$ cat src/hdl/n64_rst_hk_pkg.sv
// N64 reset housekeeping definitions
// HDMI target resolution codes, configuration bundle,
// reset vector layout and default timing values
package n64_rst_hk_pkg;

  //////////////////////////////
  // Target resolution
  //////////////////////////////

  // Requested HDMI output resolution
  typedef logic [2:0] target_res_t;

  localparam target_res_t HDMI_TARGET_480P   = 3'd0;
  localparam target_res_t HDMI_TARGET_720P   = 3'd1;
  localparam target_res_t HDMI_TARGET_960P   = 3'd2;
  localparam target_res_t HDMI_TARGET_1080P  = 3'd3;
  localparam target_res_t HDMI_TARGET_1200P  = 3'd4;
  localparam target_res_t HDMI_TARGET_1440P  = 3'd5;
  localparam target_res_t HDMI_TARGET_1440WP = 3'd6;
  // Code 7 is reserved and runs on the main clock

  //////////////////////////////
  // Configuration bundle
  //////////////////////////////

  typedef struct packed {
    logic        interlaced;    // Source is interlaced
    logic        lowlatency;    // Low-latency output mode
    logic        vga_for_480p;  // 480p with VGA timing on the sub clock
    target_res_t target_res;
  } hk_cfg_t;

  //////////////////////////////
  // Reset vector
  //////////////////////////////

  // Active-low resets, one bit per consumer
  typedef logic [4:0] rst_vec_t;

  localparam int RST_N64   = 0;
  localparam int RST_HDMI  = 1;
  localparam int RST_CTRL  = 2;
  localparam int RST_SYS   = 3;
  localparam int RST_AUDIO = 4;

  // Default delays in N64 clock cycles
  localparam int DEF_N64_BOOT = 255;
  localparam int DEF_SYS_BOOT = 15;
  localparam int DEF_RST_LEN  = 4;

endpackage

$ cat src/hdl/n64_cfg_sync.sv
// Input synchronizer for the reset housekeeping
// Two-flop synchronizer for the console reset, the
// configuration bundle and the PLL / transmitter status levels
`timescale 1ns/1ps

module n64_cfg_sync
  import n64_rst_hk_pkg::*;
(
  input  logic    N64_CLK_i,
  input  logic    rst_n_i,
  input  logic    n64_nrst_i,
  input  hk_cfg_t cfg_i,
  input  logic    si_cfg_done_i,
  input  logic    pll_locked_i,
  output logic    n64_nrst_o,
  output hk_cfg_t cfg_o,
  output logic    si_cfg_done_o,
  output logic    pll_locked_o
);

  // First stage, may go metastable
  logic    n64_nrst_meta;
  hk_cfg_t cfg_meta;
  logic    si_cfg_done_meta;
  logic    pll_locked_meta;

  always_ff @(posedge N64_CLK_i) begin
    if (!rst_n_i) begin
      // Hold the console in reset and all status low until sampled
      n64_nrst_meta    <= 1'b0;
      cfg_meta         <= '0;
      si_cfg_done_meta <= 1'b0;
      pll_locked_meta  <= 1'b0;
      n64_nrst_o       <= 1'b0;
      cfg_o            <= '0;
      si_cfg_done_o    <= 1'b0;
      pll_locked_o     <= 1'b0;
    end else begin
      n64_nrst_meta    <= n64_nrst_i;
      cfg_meta         <= cfg_i;
      si_cfg_done_meta <= si_cfg_done_i;
      pll_locked_meta  <= pll_locked_i;
      // Second stage, settled levels
      n64_nrst_o       <= n64_nrst_meta;
      cfg_o            <= cfg_meta;
      si_cfg_done_o    <= si_cfg_done_meta;
      pll_locked_o     <= pll_locked_meta;
    end
  end

endmodule

$ cat src/hdl/n64_boot_delay.sv
// Power-on boot delay
// Releases the N64 side after a fixed delay and the
// system side after a further delay counted under PLL lock
`timescale 1ns/1ps

module n64_boot_delay #(
  parameter int N64_BOOT = 255,
  parameter int SYS_BOOT = 15
) (
  input  logic N64_CLK_i,
  input  logic rst_n_i,
  input  logic pll_locked_i,
  output logic n64_en_o,
  output logic sys_en_o
);

  typedef logic [$clog2(N64_BOOT+2)-1:0] n64_cnt_t;
  typedef logic [$clog2(SYS_BOOT+2)-1:0] sys_cnt_t;

  n64_cnt_t n64_cnt_q;
  sys_cnt_t sys_cnt_q;

  always_ff @(posedge N64_CLK_i) begin
    if (!rst_n_i) begin
      n64_cnt_q <= n64_cnt_t'(N64_BOOT);
      sys_cnt_q <= sys_cnt_t'(SYS_BOOT);
      n64_en_o  <= 1'b0;
      sys_en_o  <= 1'b0;
    end else begin
      // N64 side, free running down-count, sticky release
      if (!n64_en_o) begin
        if (n64_cnt_q > n64_cnt_t'(1)) n64_cnt_q <= n64_cnt_q - 1'b1;
        else n64_en_o <= 1'b1;
      end
      // System side starts after N64 release, pauses while unlocked
      if (n64_en_o && pll_locked_i && !sys_en_o) begin
        if (sys_cnt_q > sys_cnt_t'(1)) sys_cnt_q <= sys_cnt_q - 1'b1;
        else sys_en_o <= 1'b1;
      end
    end
  end

endmodule

$ cat src/hdl/hdmi_clk_selector.sv
// HDMI pixel clock selection
// Picks main or sub clock from the output configuration
// and flags every change of the registered selection
`timescale 1ns/1ps

module hdmi_clk_selector
  import n64_rst_hk_pkg::*;
(
  input  logic    N64_CLK_i,
  input  logic    rst_n_i,
  input  hk_cfg_t cfg_i,
  input  logic    n64_en_i,
  output logic    clk_sel_o,
  output logic    sel_change_o
);

  //////////////////////////////
  // Select rule
  //////////////////////////////

  // 1 selects the sub clock, 0 the main clock
  logic sel_nxt;
  logic res_sel;

  // Main clock for 720p, 1080p and 4:3 1440p
  // Sub clock for 960p, 1200p and 16:9 1440p
  always_comb begin
    case (cfg_i.target_res)
      HDMI_TARGET_480P:   res_sel = cfg_i.vga_for_480p;
      HDMI_TARGET_720P:   res_sel = 1'b0;
      HDMI_TARGET_960P:   res_sel = 1'b1;
      HDMI_TARGET_1080P:  res_sel = 1'b0;
      HDMI_TARGET_1200P:  res_sel = 1'b1;
      HDMI_TARGET_1440P:  res_sel = 1'b0;
      HDMI_TARGET_1440WP: res_sel = 1'b1;
      // Reserved code
      default:            res_sel = 1'b0;
    endcase
  end

  always_comb begin
    if (cfg_i.lowlatency) begin
      // Low latency follows the source scan type
      sel_nxt = cfg_i.interlaced;
    end else begin
      sel_nxt = res_sel;
    end
  end

  //////////////////////////////
  // Registered select and change flag
  //////////////////////////////

  logic sel_q;
  logic change_q;

  always_ff @(posedge N64_CLK_i) begin
    if (!rst_n_i) begin
      sel_q    <= 1'b0;
      change_q <= 1'b0;
    end else begin
      sel_q    <= sel_nxt;
      // High in the cycle the new select appears
      // Suppressed during boot, the HDMI path is in reset anyway
      change_q <= n64_en_i && (sel_nxt != sel_q);
    end
  end

  assign clk_sel_o    = sel_q;
  assign sel_change_o = change_q;

endmodule

$ cat src/hdl/reset_generator.sv
// Reset stretcher
// Drops its reset one cycle after the source goes low and
// releases it after a number of enabled cycles with the source high
`timescale 1ns/1ps

module reset_generator #(
  parameter int RST_LEN = 4
) (
  input  logic N64_CLK_i,
  input  logic rst_n_i,
  input  logic clk_en_i,
  input  logic src_nrst_i,
  output logic rst_o
);

  typedef logic [$clog2(RST_LEN+1)-1:0] len_cnt_t;

  len_cnt_t cnt_q;
  logic     cnt_done;

  // Stretch length reached
  assign cnt_done = (cnt_q == len_cnt_t'(RST_LEN));

  always_ff @(posedge N64_CLK_i) begin
    if (!rst_n_i) begin
      cnt_q <= '0;
      rst_o <= 1'b0;
    end else begin
      if (!src_nrst_i) begin
        // Source asserted, restart the stretch
        cnt_q <= '0;
      end else if (clk_en_i && !cnt_done) begin
        cnt_q <= cnt_q + 1'b1;
      end
      // Low as soon as the source drops
      rst_o <= src_nrst_i && cnt_done;
    end
  end

endmodule

$ cat src/hdl/n64_rst_hk.sv
// N64 reset and clock-select housekeeping
// Boot delay, input synchronization, HDMI clock selection
// and stretched active-low resets for five consumers
`timescale 1ns/1ps

module n64_rst_hk
  import n64_rst_hk_pkg::*;
#(
  parameter int N64_BOOT = DEF_N64_BOOT,
  parameter int SYS_BOOT = DEF_SYS_BOOT,
  parameter int RST_LEN  = DEF_RST_LEN
) (
  input  logic     N64_CLK_i,
  input  logic     rst_n_i,
  input  logic     n64_nrst_i,
  input  hk_cfg_t  cfg_i,
  input  logic     si_cfg_done_i,
  input  logic     pll_locked_i,
  output rst_vec_t nrst_o,
  output logic     hdmi_clk_sel_o
);

  //////////////////////////////
  // Input side
  //////////////////////////////

  logic    n64_nrst_s;
  hk_cfg_t cfg_s;
  logic    si_cfg_done_s;
  logic    pll_locked_s;

  n64_cfg_sync n64_cfg_sync_inst (
    .N64_CLK_i     (N64_CLK_i),
    .rst_n_i       (rst_n_i),
    .n64_nrst_i    (n64_nrst_i),
    .cfg_i         (cfg_i),
    .si_cfg_done_i (si_cfg_done_i),
    .pll_locked_i  (pll_locked_i),
    .n64_nrst_o    (n64_nrst_s),
    .cfg_o         (cfg_s),
    .si_cfg_done_o (si_cfg_done_s),
    .pll_locked_o  (pll_locked_s)
  );

  //////////////////////////////
  // Processing
  //////////////////////////////

  logic n64_en;
  logic sys_en;
  logic clk_sel;
  logic sel_change;

  n64_boot_delay #(
    .N64_BOOT (N64_BOOT),
    .SYS_BOOT (SYS_BOOT)
  ) n64_boot_delay_inst (
    .N64_CLK_i    (N64_CLK_i),
    .rst_n_i      (rst_n_i),
    .pll_locked_i (pll_locked_s),
    .n64_en_o     (n64_en),
    .sys_en_o     (sys_en)
  );

  hdmi_clk_selector hdmi_clk_selector_inst (
    .N64_CLK_i    (N64_CLK_i),
    .rst_n_i      (rst_n_i),
    .cfg_i        (cfg_s),
    .n64_en_i     (n64_en),
    .clk_sel_o    (clk_sel),
    .sel_change_o (sel_change)
  );

  // Select level for the external clock mux
  assign hdmi_clk_sel_o = clk_sel;

  //////////////////////////////
  // Output side
  //////////////////////////////

  rst_vec_t src_nrst;
  rst_vec_t clk_en;

  // Video input follows the console reset once booted
  assign src_nrst[RST_N64]   = n64_nrst_s;
  assign clk_en[RST_N64]     = n64_en;

  // HDMI also needs a configured transmitter
  // and is pulsed across a clock switch
  assign src_nrst[RST_HDMI]  = n64_en & n64_nrst_s & si_cfg_done_s & ~sel_change;
  assign clk_en[RST_HDMI]    = si_cfg_done_s;

  assign src_nrst[RST_CTRL]  = n64_nrst_s;
  assign clk_en[RST_CTRL]    = n64_en;

  // Soft CPU resets on power-up only, never from the console button
  assign src_nrst[RST_SYS]   = sys_en;
  assign clk_en[RST_SYS]     = pll_locked_s;

  // Audio clock runs freely
  assign src_nrst[RST_AUDIO] = n64_en & n64_nrst_s;
  assign clk_en[RST_AUDIO]   = 1'b1;

  for (genvar i = 0; i < $bits(rst_vec_t); i++) begin : g_rst
    reset_generator #(
      .RST_LEN (RST_LEN)
    ) reset_generator_inst (
      .N64_CLK_i  (N64_CLK_i),
      .rst_n_i    (rst_n_i),
      .clk_en_i   (clk_en[i]),
      .src_nrst_i (src_nrst[i]),
      .rst_o      (nrst_o[i])
    );
  end

endmodule

$ cat config.mk
export PLATFORM = sky130hd
export DESIGN_NAME = n64_rst_hk
export DESIGN_NICKNAME = d
export VERILOG_FILES = /design/src/hdl/n64_rst_hk_pkg.sv /design/src/hdl/n64_cfg_sync.sv /design/src/hdl/n64_boot_delay.sv /design/src/hdl/hdmi_clk_selector.sv /design/src/hdl/reset_generator.sv /design/src/hdl/n64_rst_hk.sv
export SDC_FILE = /design/constraint.sdc
export NUM_CORES = 1
export LEC_CHECK = 0
export BUFFER_PORTS_ARGS = -buffer_cell sky130_fd_sc_hd__buf_4
export CAP_MARGIN = 10
export CORE_MARGIN = 5
export CORE_UTILIZATION = 40
export CTS_CLUSTER_DIAMETER = 200
export CTS_CLUSTER_SIZE = 10
export DETAILED_ROUTE_END_ITERATION = 12
export PLACE_DENSITY = 0.55
export SYNTH_ARGS = -nofsm -noshare
export SYNTH_HDL_FRONTEND = slang
export SYNTH_HIERARCHICAL = 1
export SYNTH_SLANG_ARGS = --single-unit
$ cat constraint.sdc
create_clock -name N64_CLK_i -period 2.04 [get_ports N64_CLK_i]
set_input_delay 0.102 -clock N64_CLK_i [delete_from_list [all_inputs] [get_ports N64_CLK_i]]
set_output_delay 0.102 -clock N64_CLK_i [all_outputs]
set_load 0.02 [all_outputs]
==> results by group, run 1 <==
Power and ir drop
  • PD cells: 655 mW/mm^2
  • Static leakage: 0.00111 uW
  • Peak VDD IR: 322 uV

Logic synthesis
  • Top-count cell post-synth: dfxtp_1
  • Synth warn: 6
  • Sequential area share after synthesis: 46.1%
  • EDFF count, synth: 0
  • Post-synth cell types: 40
  • Cells after synthesis: 242
  • Synthesized area per cell: 10.0 sq um
  • Area leader, netlist: dfxtp_1
  • Number of synthesized register bits: 56
  • Top post-synthesis cells by count: dfxtp_1 (56), inv_1 (17), nand3_1 (17)
  • Async SR Flop Fraction: 0%
  • Top post-synthesis cells by area: dfxtp_1 (46%), ha_1 (7.2%), mux2i_1 (4.9%), and2_2 (4.6%), nand3_1 (3.5%)
  • Main flop type after synthesis: dfxtp_1
  • Area share of the largest cell type after synthesis: 46.1%
  • Mapped cell area: 0.00243 sq mm

Die
  • Row cnt: 28
  • Ports: 17
  • Die H: 88.0 um
  • Die width: 88.0 um
  • Initial Utilization: 41.1%
  • Die area: 0.00774 sq mm
  • Core area: 0.00592 sq mm

Critical path
  • CP max-delay cell: or4_4
  • Crit-path max cell delay: 0.59 ns
  • Worst Path Required: 2.23 ns
  • Worst path bufs/invs: 0
  • Reg2Reg Launch Point: n64_boot_delay_inst/n64_cnt_q[0]
  • WS Path Type: reg -> reg
  • Critical path fanouts, max: 6
  • CP Launch Type: flop
  • Worst Path Arrival: 1.93 ns
  • Setup crit end kind: flop
  • CP startpoint: n64_boot_delay_inst/n64_cnt_q[0]
  • CP Cell Sequence: or4_4 > a2111oi_2 > xnor2_1 > nand2_1
  • Worst path top cell family by delay: simple AND/OR/NAND/NOR gates

Final layout
  • Final #Nets: 302
  • Fillers: 568
  • Sequential cell area: 0.00112 sq mm
  • Fraction of layout cells with a size suffix above 1: 21.6%
  • Ant diodes: 0
  • Layout area overhead: 17.0%
  • Area of the multi-input gates: 0.00124 sq mm

Clocking
  • Num CTS Buffers: 5
  • Clock Path Buffers: 2
  • Root buffer selected by CTS: clkbuf_8
  • Sink Count: 56
  • CTS HTree Levels: 2
  • Clock slew at reported path FFs: 0.10 ns
  • Clock Latency Late Sink: 0.31 ns
  • CTS hold repair buffers: 9
  • Setup Fix Bufs, Post-CTS: 0
  • Quantity of gates resized following cts: 0
  • CTS tree: yes

Routing
  • WL per Instance: 10.8 um
  • Drt drc: 0
  • ANT nets after route: 0
  • Drt initial violations: 73
  • Via count: 1,698
  • DRT Pass-1 Iters: 4
  • Total Routed Length: 3810 um
  • Vias/cell: 4.81

Global routing
  • Total GRT Usage: 10.8%
  • First-pass GRT wire length: 6710 um
  • Vias in the first global route: 1,556
  • Largest net degree at the start of global routing: 63
  • Total gr overflow: 0
  • Initial antenna violation count: 0

Flow run
  • Maxcap violations: 0

Timing
  • Post-layout min period: 1.74 ns
  • Slew headroom: 65.2%
  • RSZ-0062 raised after global routing: false
  • Setup TNS: 0 ns
  • Slew Viols, Final: 0
  • Final setup vio count: 0
  • Worst-margin pin slew: 0.521 ns
  • Final worst-path cycle share: 85.5%
  • Fmax: 0.573 GHz
  • Fin. Hold Viols: 0
  • Clock skew: 0.00260 ns
  • Hold slack: 0.205 ns

Placement
  • IO Port Bufs: 16
  • Final HPWL DP: 2490 um
  • RePlAce Congestion: 0.777

Run status
  • Outcome: finished, final reports clean

Min path
  • Hold crit path type: in -> reg
  • Hold path startpoint: rst_n_i
[registers in the layout, summed over array words and instances, names as in the netlist]
register                             cells
n64_boot_delay_inst/n64_en_o             1
n64_cfg_sync_inst/cfg_o                  6
n64_cfg_sync_inst/n64_nrst_o             1
n64_boot_delay_inst/sys_en_o             1
hdmi_clk_selector_inst/sel_change_o      1
n64_cfg_sync_inst/si_cfg_done_meta       1
n64_cfg_sync_inst/n64_nrst_meta          1
n64_boot_delay_inst/n64_cnt_q            9
n64_cfg_sync_inst/pll_locked_o           1
n64_cfg_sync_inst/cfg_meta               6
n64_boot_delay_inst/sys_cnt_q            5
n64_cfg_sync_inst/si_cfg_done_o          1
g_rst.reset_generator_inst/rst_o         5
g_rst.reset_generator_inst/cnt_q        15
n64_cfg_sync_inst/pll_locked_meta        1
hdmi_clk_selector_inst/clk_sel_o         1
[layout make-up]
cell class	instances	share of cell area, %
Multi-Input combinational cell	169	43.6
Sequential cell	56	39.4
Timing Repair Buffer	28	8.18
Tap cell	75	3.30
Clock buffer	5	2.42
Inverter	17	2.24
Clock inverter	3	0.880
[report_power, final]
| part | switching (uW) | leakage, uW | internal (uW) | total [uW] |
|---|---|---|---|---|
| Clock | 382 | 0.0000452 | 251 | 633 |
| Combinational | 41.4 | 0.000606 | 56.1 | 97.5 |
| Sequential | 14.9 | 0.000456 | 1120 | 1130 |
| Total | 438 | 0.00111 | 1420 | 1860 |
[kinds of logic after synthesis]
group	after synthesis	share of synthesized area, %
other	1	0.154
xor gates and xnor gates	4	1.44
AOI/OAI and AO/OA	34	10.6
and+or+nand+nor	102	26.4
buffers and inverters	19	3.24
DFF	56	46.1
adders and majority gates	14	7.21
muxes	12	4.94
[layout by cell type, fill, tap and decap left out, drive strengths merged, types with 2 or more instances in the layout]
cell	n
o21ai	7
dfxtp	56
nand3b	9
or4	2
a21boi	6
or3	2
nand2b	3
o311ai	2
and4b	6
nor2b	3
nor3	8
a41oi	2
nand3	17
o21bai	2
and3	2
a21oi	9
and2	20
ha	14
xnor2	4
dlygate4sd3	9
mux2i	12
nor2	10
nand2	16
conb	3
buf	19
clkbuf	5
inv	19
o31ai	2
[per-layer routing]
metal / part of all wire, % / vias up / global-route usage [%]
met5: 0 / - / 0
met4: 1.7 / 0 / 4.74
met3: 3.7 / 7 / 2.92
met2: 45 / 26 / 17.3
met1: 50 / 763 / 13.7
li1: - / 902 / -
[metrics by stage]
stage          total power (uW)  cell area (sq um)  utilization (%)  setup WS, ns  cells
2_1_floorplan              1200               2440                -         0.363    244
3_3_place_gp               1240               2660             44.9         0.371    336
3_5_place_dp               1240               2660             44.9         0.313    336
4_1_cts                    1900               2840             48.0         0.305    353
5_1_grt                    1960               2840             48.0         0.209    353
6_report                   1860               2840             48.0         0.296    353
[path summary, 6_finish.rpt]
kind                            cells past startpoint                          endpoint  slack (ns)
worst max-delay path                                4  n64_boot_delay_inst/n64_cnt_q[5]        0.30
worst min-delay path                                2  n64_boot_delay_inst/sys_cnt_q[0]        0.21
worst max register to register                      4  n64_boot_delay_inst/n64_cnt_q[5]        0.30
worst min register to register                      1        n64_cfg_sync_inst/cfg_o[5]        0.44
Note: power is estimated with default switching activity, not from simulation.
==> inputs of run 2 (changes only) <==
--- a/config.mk
+++ b/config.mk
@@ -7,7 +7,7 @@
 export LEC_CHECK = 0
 export BUFFER_PORTS_ARGS = -buffer_cell sky130_fd_sc_hd__buf_4
 export CAP_MARGIN = 10
-export CORE_MARGIN = 5
+export CORE_MARGIN = 3
 export CORE_UTILIZATION = 40
 export CTS_CLUSTER_DIAMETER = 200
 export CTS_CLUSTER_SIZE = 10
@@ -15,5 +15,4 @@
 export PLACE_DENSITY = 0.55
 export SYNTH_ARGS = -nofsm -noshare
 export SYNTH_HDL_FRONTEND = slang
-export SYNTH_HIERARCHICAL = 1
 export SYNTH_SLANG_ARGS = --single-unit
==> run 2 against run 1 <==
  * Flip-flop and latch count unchanged
  * Critical path depth increased by 1
  * Final cell count decreased by 2.3%
  * Clock skew increased by 0.0038 ns
  * Sequential share of layout area increased by 1.7 points
  * Via count decreased by 4.9%
  * Routed wire length decreased by 10%
  * Synthesized cell count increased by 3.3%
  * First-iteration DRC count decreased by 67%
  * Critical path type unchanged
==> results by group, run 2 <==
Die
  • Die H: 82.7 um (was 88.0 um)
  • Core area: 0.00561 sq mm (was 0.00592 sq mm)
  • Die area: 0.00685 sq mm (was 0.00774 sq mm)
  • Die width: 82.7 um (was 88.0 um)
  • Row cnt: 27 (was 28)
  • Initial Utilization: 42.0% (was 41.1%)
  • Ports: 17 (unchanged)

Global routing
  • Largest net degree at the start of global routing: 43 (was 63)
  • Total GRT Usage: 11.8% (was 10.8%)
  • Initial antenna violation count: 0 (unchanged)
  • First-pass GRT wire length: 6200 um (was 6710 um)
  • Total gr overflow: 0 (unchanged)
  • Vias in the first global route: 1,466 (was 1,556)

Final layout
  • Top flop regs: g_rst.reset_generator_inst.cnt_q: 15 flops, n64_boot_delay_inst.n64_cnt_q: 9 flops (was g_rst.reset_generator_inst/cnt_q: 15 flops, n64_boot_delay_inst/n64_cnt_q: 9 flops)
  • Fin cells: 345 (was 353)
  • Final instance area: 0.00273 sq mm (was 0.00284 sq mm)
  • Ant diodes: 0 (unchanged)
  • Final #Nets: 298 (was 302)
  • Most frequent cells in the layout: dfxtp_1 (56), nor2_1 (22), nand2_1 (22) (was dfxtp_1 (56), buf_4 (19), inv_1 (17), nand3_1 (17), nand2_1 (16))
  • Biggest register: g_rst.reset_generator_inst.cnt_q (was g_rst.reset_generator_inst/cnt_q)
  • Most common cell after layout, fill and taps aside: dfxtp_1 (unchanged)
  • Layout area overhead: 15.8% (was 17.0%)
  • Max reg flops: 15 (unchanged)
  • Fraction of layout cells with a size suffix above 1: 13.6% (was 21.6%)

Min path
  • Hold crit path type: in -> reg (unchanged)

Critical path
  • Worst Path Arrival: 1.95 ns (was 1.93 ns)
  • CP Launch Type: flop (unchanged)
  • Worst Path Required: 2.23 ns (about the same)
  • R2r endpoint: n64_boot_delay_inst.n64_cnt_q[1] (was n64_boot_delay_inst/n64_cnt_q[5])
  • Setup crit end kind: flop (unchanged)
  • WS Path Type: reg -> reg (unchanged)
  • Reg2Reg Launch Point: n64_boot_delay_inst.n64_cnt_q[0] (was n64_boot_delay_inst/n64_cnt_q[0])
  • CP Capture Point: n64_boot_delay_inst.n64_cnt_q[1] (was n64_boot_delay_inst/n64_cnt_q[5])
  • R2R setup slack: 0.28 ns (was 0.30 ns)
  • CP startpoint: n64_boot_delay_inst.n64_cnt_q[0] (was n64_boot_delay_inst/n64_cnt_q[0])
  • Reg2reg path depth: 5 (was 4)
  • Critical path fanouts, max: 6 (unchanged)

Flow run
  • Maxcap violations: 0 (unchanged)

Logic synthesis
  • Top post-synthesis cells by count: dfxtp_1 (56), nand2_1 (22), nor2_1 (22) (was dfxtp_1 (56), inv_1 (17), nand3_1 (17))
  • Area share of the largest cell type after synthesis: 47.6% (was 46.1%)
  • Top-count cell post-synth: dfxtp_1 (unchanged)
  • Top post-synthesis cells by area: dfxtp_1 (48%), ha_1 (7.4%), and2_1 (5.6%), nand2_1 (3.5%), nor2_1 (3.5%) (was dfxtp_1 (46%), ha_1 (7.2%), mux2i_1 (4.9%), and2_2 (4.6%), nand3_1 (3.5%))
  • Synth warn: 0 (was 6)
  • EDFF count, synth: 0 (unchanged)
  • Async SR Flop Fraction: 0% (unchanged)
  • Cells after synthesis: 250 (was 242)
  • Syn nets: 275
  • Synthesized area per cell: 9.42 sq um (was 10.0 sq um)
  • Post-synth cell types: 42 (was 40)
  • Number of synthesized register bits: 56 (unchanged)
  • Area leader, netlist: dfxtp_1 (unchanged)
  • Mapped cell area: 0.00236 sq mm (was 0.00243 sq mm)
  • Main flop type after synthesis: dfxtp_1 (unchanged)
  • Sequential area share after synthesis: 47.6% (was 46.1%)

Clocking
  • Setup Fix Bufs, Post-CTS: 0 (unchanged)
  • Root buffer selected by CTS: clkbuf_8 (unchanged)
  • Clock Path Buffers: 2 (unchanged)
  • CTS tree: yes (unchanged)
  • Clock Latency Late Sink: 0.30 ns (was 0.31 ns)
  • Clock slew at reported path FFs: 0.09 ns (was 0.10 ns)
  • CTS HTree Levels: 2 (unchanged)
  • Num CTS Buffers: 5 (unchanged)
  • Sink Count: 56 (unchanged)

Placement
  • Placed Area: 0.00252 sq mm (was 0.00266 sq mm)
  • Inst Count DP: 330 (was 336)
  • Final HPWL DP: 2430 um (was 2490 um)
  • IO Port Bufs: 16 (unchanged)
  • RePlAce Congestion: 0.724 (was 0.777)

Routing
  • Total Routed Length: 3420 um (was 3810 um)
  • Via count: 1,615 (was 1,698)
  • WL per Instance: 9.92 um (was 10.8 um)
  • DRT Pass-1 Iters: 4 (unchanged)
  • ANT nets after route: 0 (unchanged)
  • Drt initial violations: 24 (was 73)
  • Vias/cell: 4.68 (was 4.81)
  • Drt drc: 0 (unchanged)

Timing
  • Slew Viols, Final: 0 (unchanged)
  • Final setup vio count: 0 (unchanged)
  • RSZ-0062 raised after global routing: false (unchanged)
  • Fmax: 0.570 GHz (was 0.573 GHz)
  • Slew headroom: 72.2% (was 65.2%)
  • Final worst-path cycle share: 86.0% (was 85.5%)
  • Worst-margin pin slew: 0.414 ns (was 0.521 ns)
  • Clock skew: 0.00644 ns (was 0.00260 ns)
  • Post-layout min period: 1.76 ns (was 1.74 ns)
  • Fin. Hold Viols: 0 (unchanged)
  • Setup TNS: 0 ns (unchanged)
  • Hold slack: 0.0114 ns (was 0.205 ns)

Power and ir drop
  • PD cells: 739 mW/mm^2 (was 655 mW/mm^2)
  • Peak VDD IR: 310 uV (was 322 uV)
  • Static leakage: 0.00105 uW (was 0.00111 uW)
  • Total power: 2020 uW (was 1860 uW)

Run status
  • Outcome: finished, final reports clean (unchanged)
## run 2: changes by cell type after synthesis, sizes merged, moves of 4 or more
cell | before | now
buf | 1 | 7
mux2i | 12 | 1
nand2 | 16 | 22
nand3 | 17 | 3
nand3b | 9 | 5
nor2 | 10 | 23
nor3 | 8 | 13
xnor2 | 4 | 9
## run 2: area by class of cell
class	count	area, sq um
clock buffer	5	68.8
fill	557	2880
multi-input combinational	167	1110
sequential	56	1120
clock inverter	2	60.1
inverter	16	60.1
timing repair buffer	27	223
tap	72	90.1
## run 2: what timing repair did
action,CTS,global route
resized for setup,0,0
endpoints found under the setup margin,0,0
hold buffers,8,0
endpoints found under the hold margin,8,0
## run 2: logic make-up (layout without fill, tap and decap cells)
family                   Yosys count  count (layout)  synth area share [%]
AO/OA/AOI/OAI                     30              30                  8.07
XOR/XNOR                          10              10                  3.72
adder cells (fa/ha/maj)           14              14                  7.44
buffers and inverters             27              50                  5.47
flip-flops                        56              56                  47.6
multiplexers                       4               4                  2.02
AND/OR/NAND/NOR                  109             109                  25.7
## run 2: where the power goes
part,internal [uW],switching [uW],total (uW)
clock,483,330,813
combinational,46.5,31.9,78.3
sequential,1110,11.2,1130
## run 2: how the worst min path moves through the flow
| stage | startpoint | slack, ns | depth (start not counted) | to |
|---|---|---|---|---|
| 4_1_cts | cfg_i[5] | 0.007 | 2 | n64_cfg_sync_inst.cfg_meta[5] |
| 5_1_grt | cfg_i[5] | 0.008 | 2 | n64_cfg_sync_inst.cfg_meta[5] |
| 6_report | cfg_i[5] | 0.01 | 2 | n64_cfg_sync_inst.cfg_meta[5] |
| 3_3_place_gp | cfg_i[5] | 0.31 | 2 | n64_cfg_sync_inst.cfg_meta[5] |
| 3_5_place_dp | si_cfg_done_i | 0.31 | 2 | n64_cfg_sync_inst.si_cfg_done_meta |
| 2_1_floorplan | cfg_i[0] | 0.23 | 1 | n64_cfg_sync_inst.cfg_meta[0] |
## run 2: metal layers
layer,routed length [um],track usage [%]
met5,0,0
met3,98,2.93
met2,1480,18.3
met1,1760,14.8
met4,87,6.86
## run 2: worst max-delay path, stage by stage (launching register included)
cell and delay, ns:
dfxtp_1 0.42, ha_1 0.16, or4b_4 0.50, nor2_4 0.13, or3_4 0.15, mux2_4 0.29
## run 2: through the flow
stage	worst slack, ns	util (%)
finish	0.285	48.7
global route	0.214	48.7
CTS	0.278	48.7
detailed placement	0.295	44.9
global placement	0.326	44.9
floorplan	0.384	-
==> inputs of run 3 (changes only) <==
--- a/config.mk
+++ b/config.mk
@@ -5,14 +5,15 @@
 export SDC_FILE = /design/constraint.sdc
 export NUM_CORES = 1
 export LEC_CHECK = 0
-export BUFFER_PORTS_ARGS = -buffer_cell sky130_fd_sc_hd__buf_4
 export CAP_MARGIN = 10
 export CORE_MARGIN = 3
 export CORE_UTILIZATION = 40
 export CTS_CLUSTER_DIAMETER = 200
 export CTS_CLUSTER_SIZE = 10
 export DETAILED_ROUTE_END_ITERATION = 12
-export PLACE_DENSITY = 0.55
+export DONT_BUFFER_PORTS = 1
+export PLACE_DENSITY = 0.52
 export SYNTH_ARGS = -nofsm -noshare
 export SYNTH_HDL_FRONTEND = slang
+export SYNTH_HIERARCHICAL = 1
 export SYNTH_SLANG_ARGS = --single-unit
==> run 3 against run 2 <==
  * Worst hold slack improved by 0.071 ns
  * Clock power decreased by 26%
  * Via count increased by 3.1%
  * Critical path type unchanged
  * Largest cell class is now multi-input combinational cells
==> results by group, run 3 (synthesis results as in run 1) <==
Die
  • Die area: 0.00705 sq mm (was 0.00685 sq mm)
  • Row cnt: 27 (unchanged)
  • Core area: 0.00571 sq mm (was 0.00561 sq mm)
  • Die width: 84.0 um (was 82.7 um)
  • Ports: 17 (unchanged)
  • Initial Utilization: 42.6% (was 42.0%)
  • Die H: 84.0 um (was 82.7 um)

Final layout
  • Biggest register: g_rst.reset_generator_inst/cnt_q (was g_rst.reset_generator_inst.cnt_q)
  • Top flop regs: g_rst.reset_generator_inst/cnt_q: 15 flops, n64_boot_delay_inst/n64_cnt_q: 9 flops (was g_rst.reset_generator_inst.cnt_q: 15 flops, n64_boot_delay_inst.n64_cnt_q: 9 flops)
  • Layout area overhead: 12.8% (was 15.8%)
  • Final Util: 48.0% (was 48.7%)
  • Max reg flops: 15 (unchanged)
  • Fin cells: 336 (was 345)
  • Fraction of layout cells with a size suffix above 1: 17.0% (was 13.6%)
  • Final instance area: 0.00274 sq mm (was 0.00273 sq mm)
  • Final #Nets: 288 (was 298)
  • Most common cell after layout, fill and taps aside: dfxtp_1 (unchanged)
  • Most frequent cells in the layout: dfxtp_1 (56), inv_1 (17), nand3_1 (17) (was dfxtp_1 (56), nor2_1 (22), nand2_1 (22))
  • Fillers: 535 (was 557)
  • Ant diodes: 0 (unchanged)

Clocking
  • CTS HTree Levels: 2 (unchanged)
  • Num CTS Buffers: 5 (unchanged)
  • Clock Latency Late Sink: 0.30 ns (about the same)
  • Root buffer selected by CTS: clkbuf_8 (unchanged)
  • Setup Fix Bufs, Post-CTS: 0 (unchanged)
  • Quantity of gates resized following cts: 0 (unchanged)
  • Clock Path Buffers: 2 (unchanged)
  • CTS hold repair buffers: 10 (was 8)
  • Sink Count: 56 (unchanged)
  • Clock slew at reported path FFs: 0.10 ns (was 0.09 ns)
  • CTS tree: yes (unchanged)

Critical path
  • Reg2reg path depth: 4 (was 5)
  • WS Path Type: reg -> reg (unchanged)
  • Setup crit end kind: flop (unchanged)
  • Critical path fanouts, max: 5 (was 6)
  • R2R setup slack: 0.34 ns (was 0.28 ns)
  • Reg2Reg Launch Point: n64_boot_delay_inst/n64_cnt_q[4] (was n64_boot_delay_inst.n64_cnt_q[0])
  • Worst Path Required: 2.23 ns (about the same)
  • CP Launch Type: flop (unchanged)
  • R2r endpoint: n64_boot_delay_inst/n64_cnt_q[6] (was n64_boot_delay_inst.n64_cnt_q[1])
  • Worst Path Arrival: 1.89 ns (was 1.95 ns)

Power and ir drop
  • Comb pwr share: 4.8% (was 3.9%)
  • Sequential power share: 62.2% (was 55.8%)
  • Psw: 410 uW (was 373 uW)
  • Peak VDD IR: 408 uV (was 310 uV)
  • Sw Ratio: 22.6% (was 18.5%)
  • PD cells: 663 mW/mm^2 (was 739 mW/mm^2)
  • Int Power: 1410 uW (was 1640 uW)
  • Static leakage: 0.00104 uW (was 0.00105 uW)
  • Clock power share: 33.1% (was 40.3%)

Timing
  • Fmax: 0.587 GHz (was 0.570 GHz)
  • Final worst slack: 0.336 ns (was 0.285 ns)
  • Post-layout min period: 1.70 ns (was 1.76 ns)
  • Clock skew: 0.00804 ns (was 0.00644 ns)
  • Final worst-path cycle share: 83.5% (was 86.0%)
  • RSZ-0062 raised after global routing: false (unchanged)
  • Setup TNS: 0 ns (unchanged)
  • Slew Viols, Final: 0 (unchanged)
  • Fin. Hold Viols: 0 (unchanged)
  • Final setup vio count: 0 (unchanged)

Min path
  • Hold path startpoint: rst_n_i (was cfg_i[5])
  • Hold crit path type: in -> reg (unchanged)
  • WHS Path Cells: 2 (unchanged)
  • Hold Path End: n64_boot_delay_inst/n64_cnt_q[0] (was n64_cfg_sync_inst.cfg_meta[5])

Global routing
  • Largest net degree at the start of global routing: 63 (was 43)
  • First-pass GRT wire length: 6960 um (was 6200 um)
  • Total GRT Usage: 11.8% (about the same)
  • Initial antenna violation count: 0 (unchanged)
  • Vias in the first global route: 1,571 (was 1,466)
  • Total gr overflow: 0 (unchanged)

Routing
  • Drt initial violations: 58 (was 24)
  • Total Routed Length: 3850 um (was 3420 um)
  • WL per Instance: 11.5 um (was 9.92 um)
  • ANT nets after route: 0 (unchanged)
  • Vias/cell: 4.96 (was 4.68)
  • DRT Pass-1 Iters: 4 (unchanged)
  • Drt drc: 0 (unchanged)
  • Via count: 1,665 (was 1,615)

Placement
  • Inst Count DP: 318 (was 330)
  • IO Port Bufs: 0 (was 16)
  • RePlAce Congestion: 0.789 (was 0.724)
  • Final HPWL DP: 2430 um (about the same)
  • Placed Area: 0.00254 sq mm (was 0.00252 sq mm)
  • Setup WS pre-CTS: 0.350 ns (was 0.295 ns)

Flow run
  • Maxcap violations: 0 (unchanged)

Run status
  • Outcome: finished, final reports clean (unchanged)
[run 3: worst max-delay path, cell delays in order (launching register included)]
cell      delay, ns
dfxtp_1        0.37
or4_1          0.60
o31ai_1        0.40
nor3_1         0.07
nand3b_1       0.15
[run 3: layout make-up]
| type | instances | area [sq um] | area share [%] |
|---|---|---|---|
| multi-input cells | 169 | 1240 | 45.2 |
| flip-flops and latches | 56 | 1120 | 40.9 |
| repair buffers | 14 | 140 | 5.11 |
| well taps | 72 | 90.1 | 3.28 |
| clock buffers | 6 | 72.6 | 2.65 |
| inverters | 17 | 63.8 | 2.33 |
| clock inverters | 2 | 16.3 | 0.593 |
[run 3: worst max path at each step]
stage          cells past startpoint                             start                                to
2_1_floorplan                      6  n64_boot_delay_inst/sys_cnt_q[1]  n64_boot_delay_inst/sys_cnt_q[4]
3_3_place_gp                       4  n64_boot_delay_inst/n64_cnt_q[4]  n64_boot_delay_inst/n64_cnt_q[6]
3_5_place_dp                       4  n64_boot_delay_inst/n64_cnt_q[4]  n64_boot_delay_inst/n64_cnt_q[6]
4_1_cts                            4  n64_boot_delay_inst/n64_cnt_q[4]  n64_boot_delay_inst/n64_cnt_q[6]
5_1_grt                            6  n64_boot_delay_inst/sys_cnt_q[1]  n64_boot_delay_inst/sys_cnt_q[4]
6_report                           4  n64_boot_delay_inst/n64_cnt_q[4]  n64_boot_delay_inst/n64_cnt_q[6]
[run 3: per-stage QoR]
step                      hold WS, ns  power (uW)
final                          0.0824        1820
after global routing           0.0658        1910
after CTS                      0.0578        1860
after detailed placement        0.177        1210
after global placement          0.171        1210
after floorplan                 0.193        1200
[run 3: metal layers]
layer | GRT usage (%) | wire [um]
met4 | 4.39 | 42
met5 | 0 | 0
met3 | 3.36 | 123
met1 | 15.3 | 2010
met2 | 18.8 | 1680
[run 3: power by group through the flow]
stage	sequential, uW	clock, uW	combinational (uW)
floorplan	1150	0	51.3
global placement	1160	0	54.6
detailed placement	1160	0	54.6
CTS	1130	637	87.8
global route	1130	672	99.2
finish	1130	601	86.8
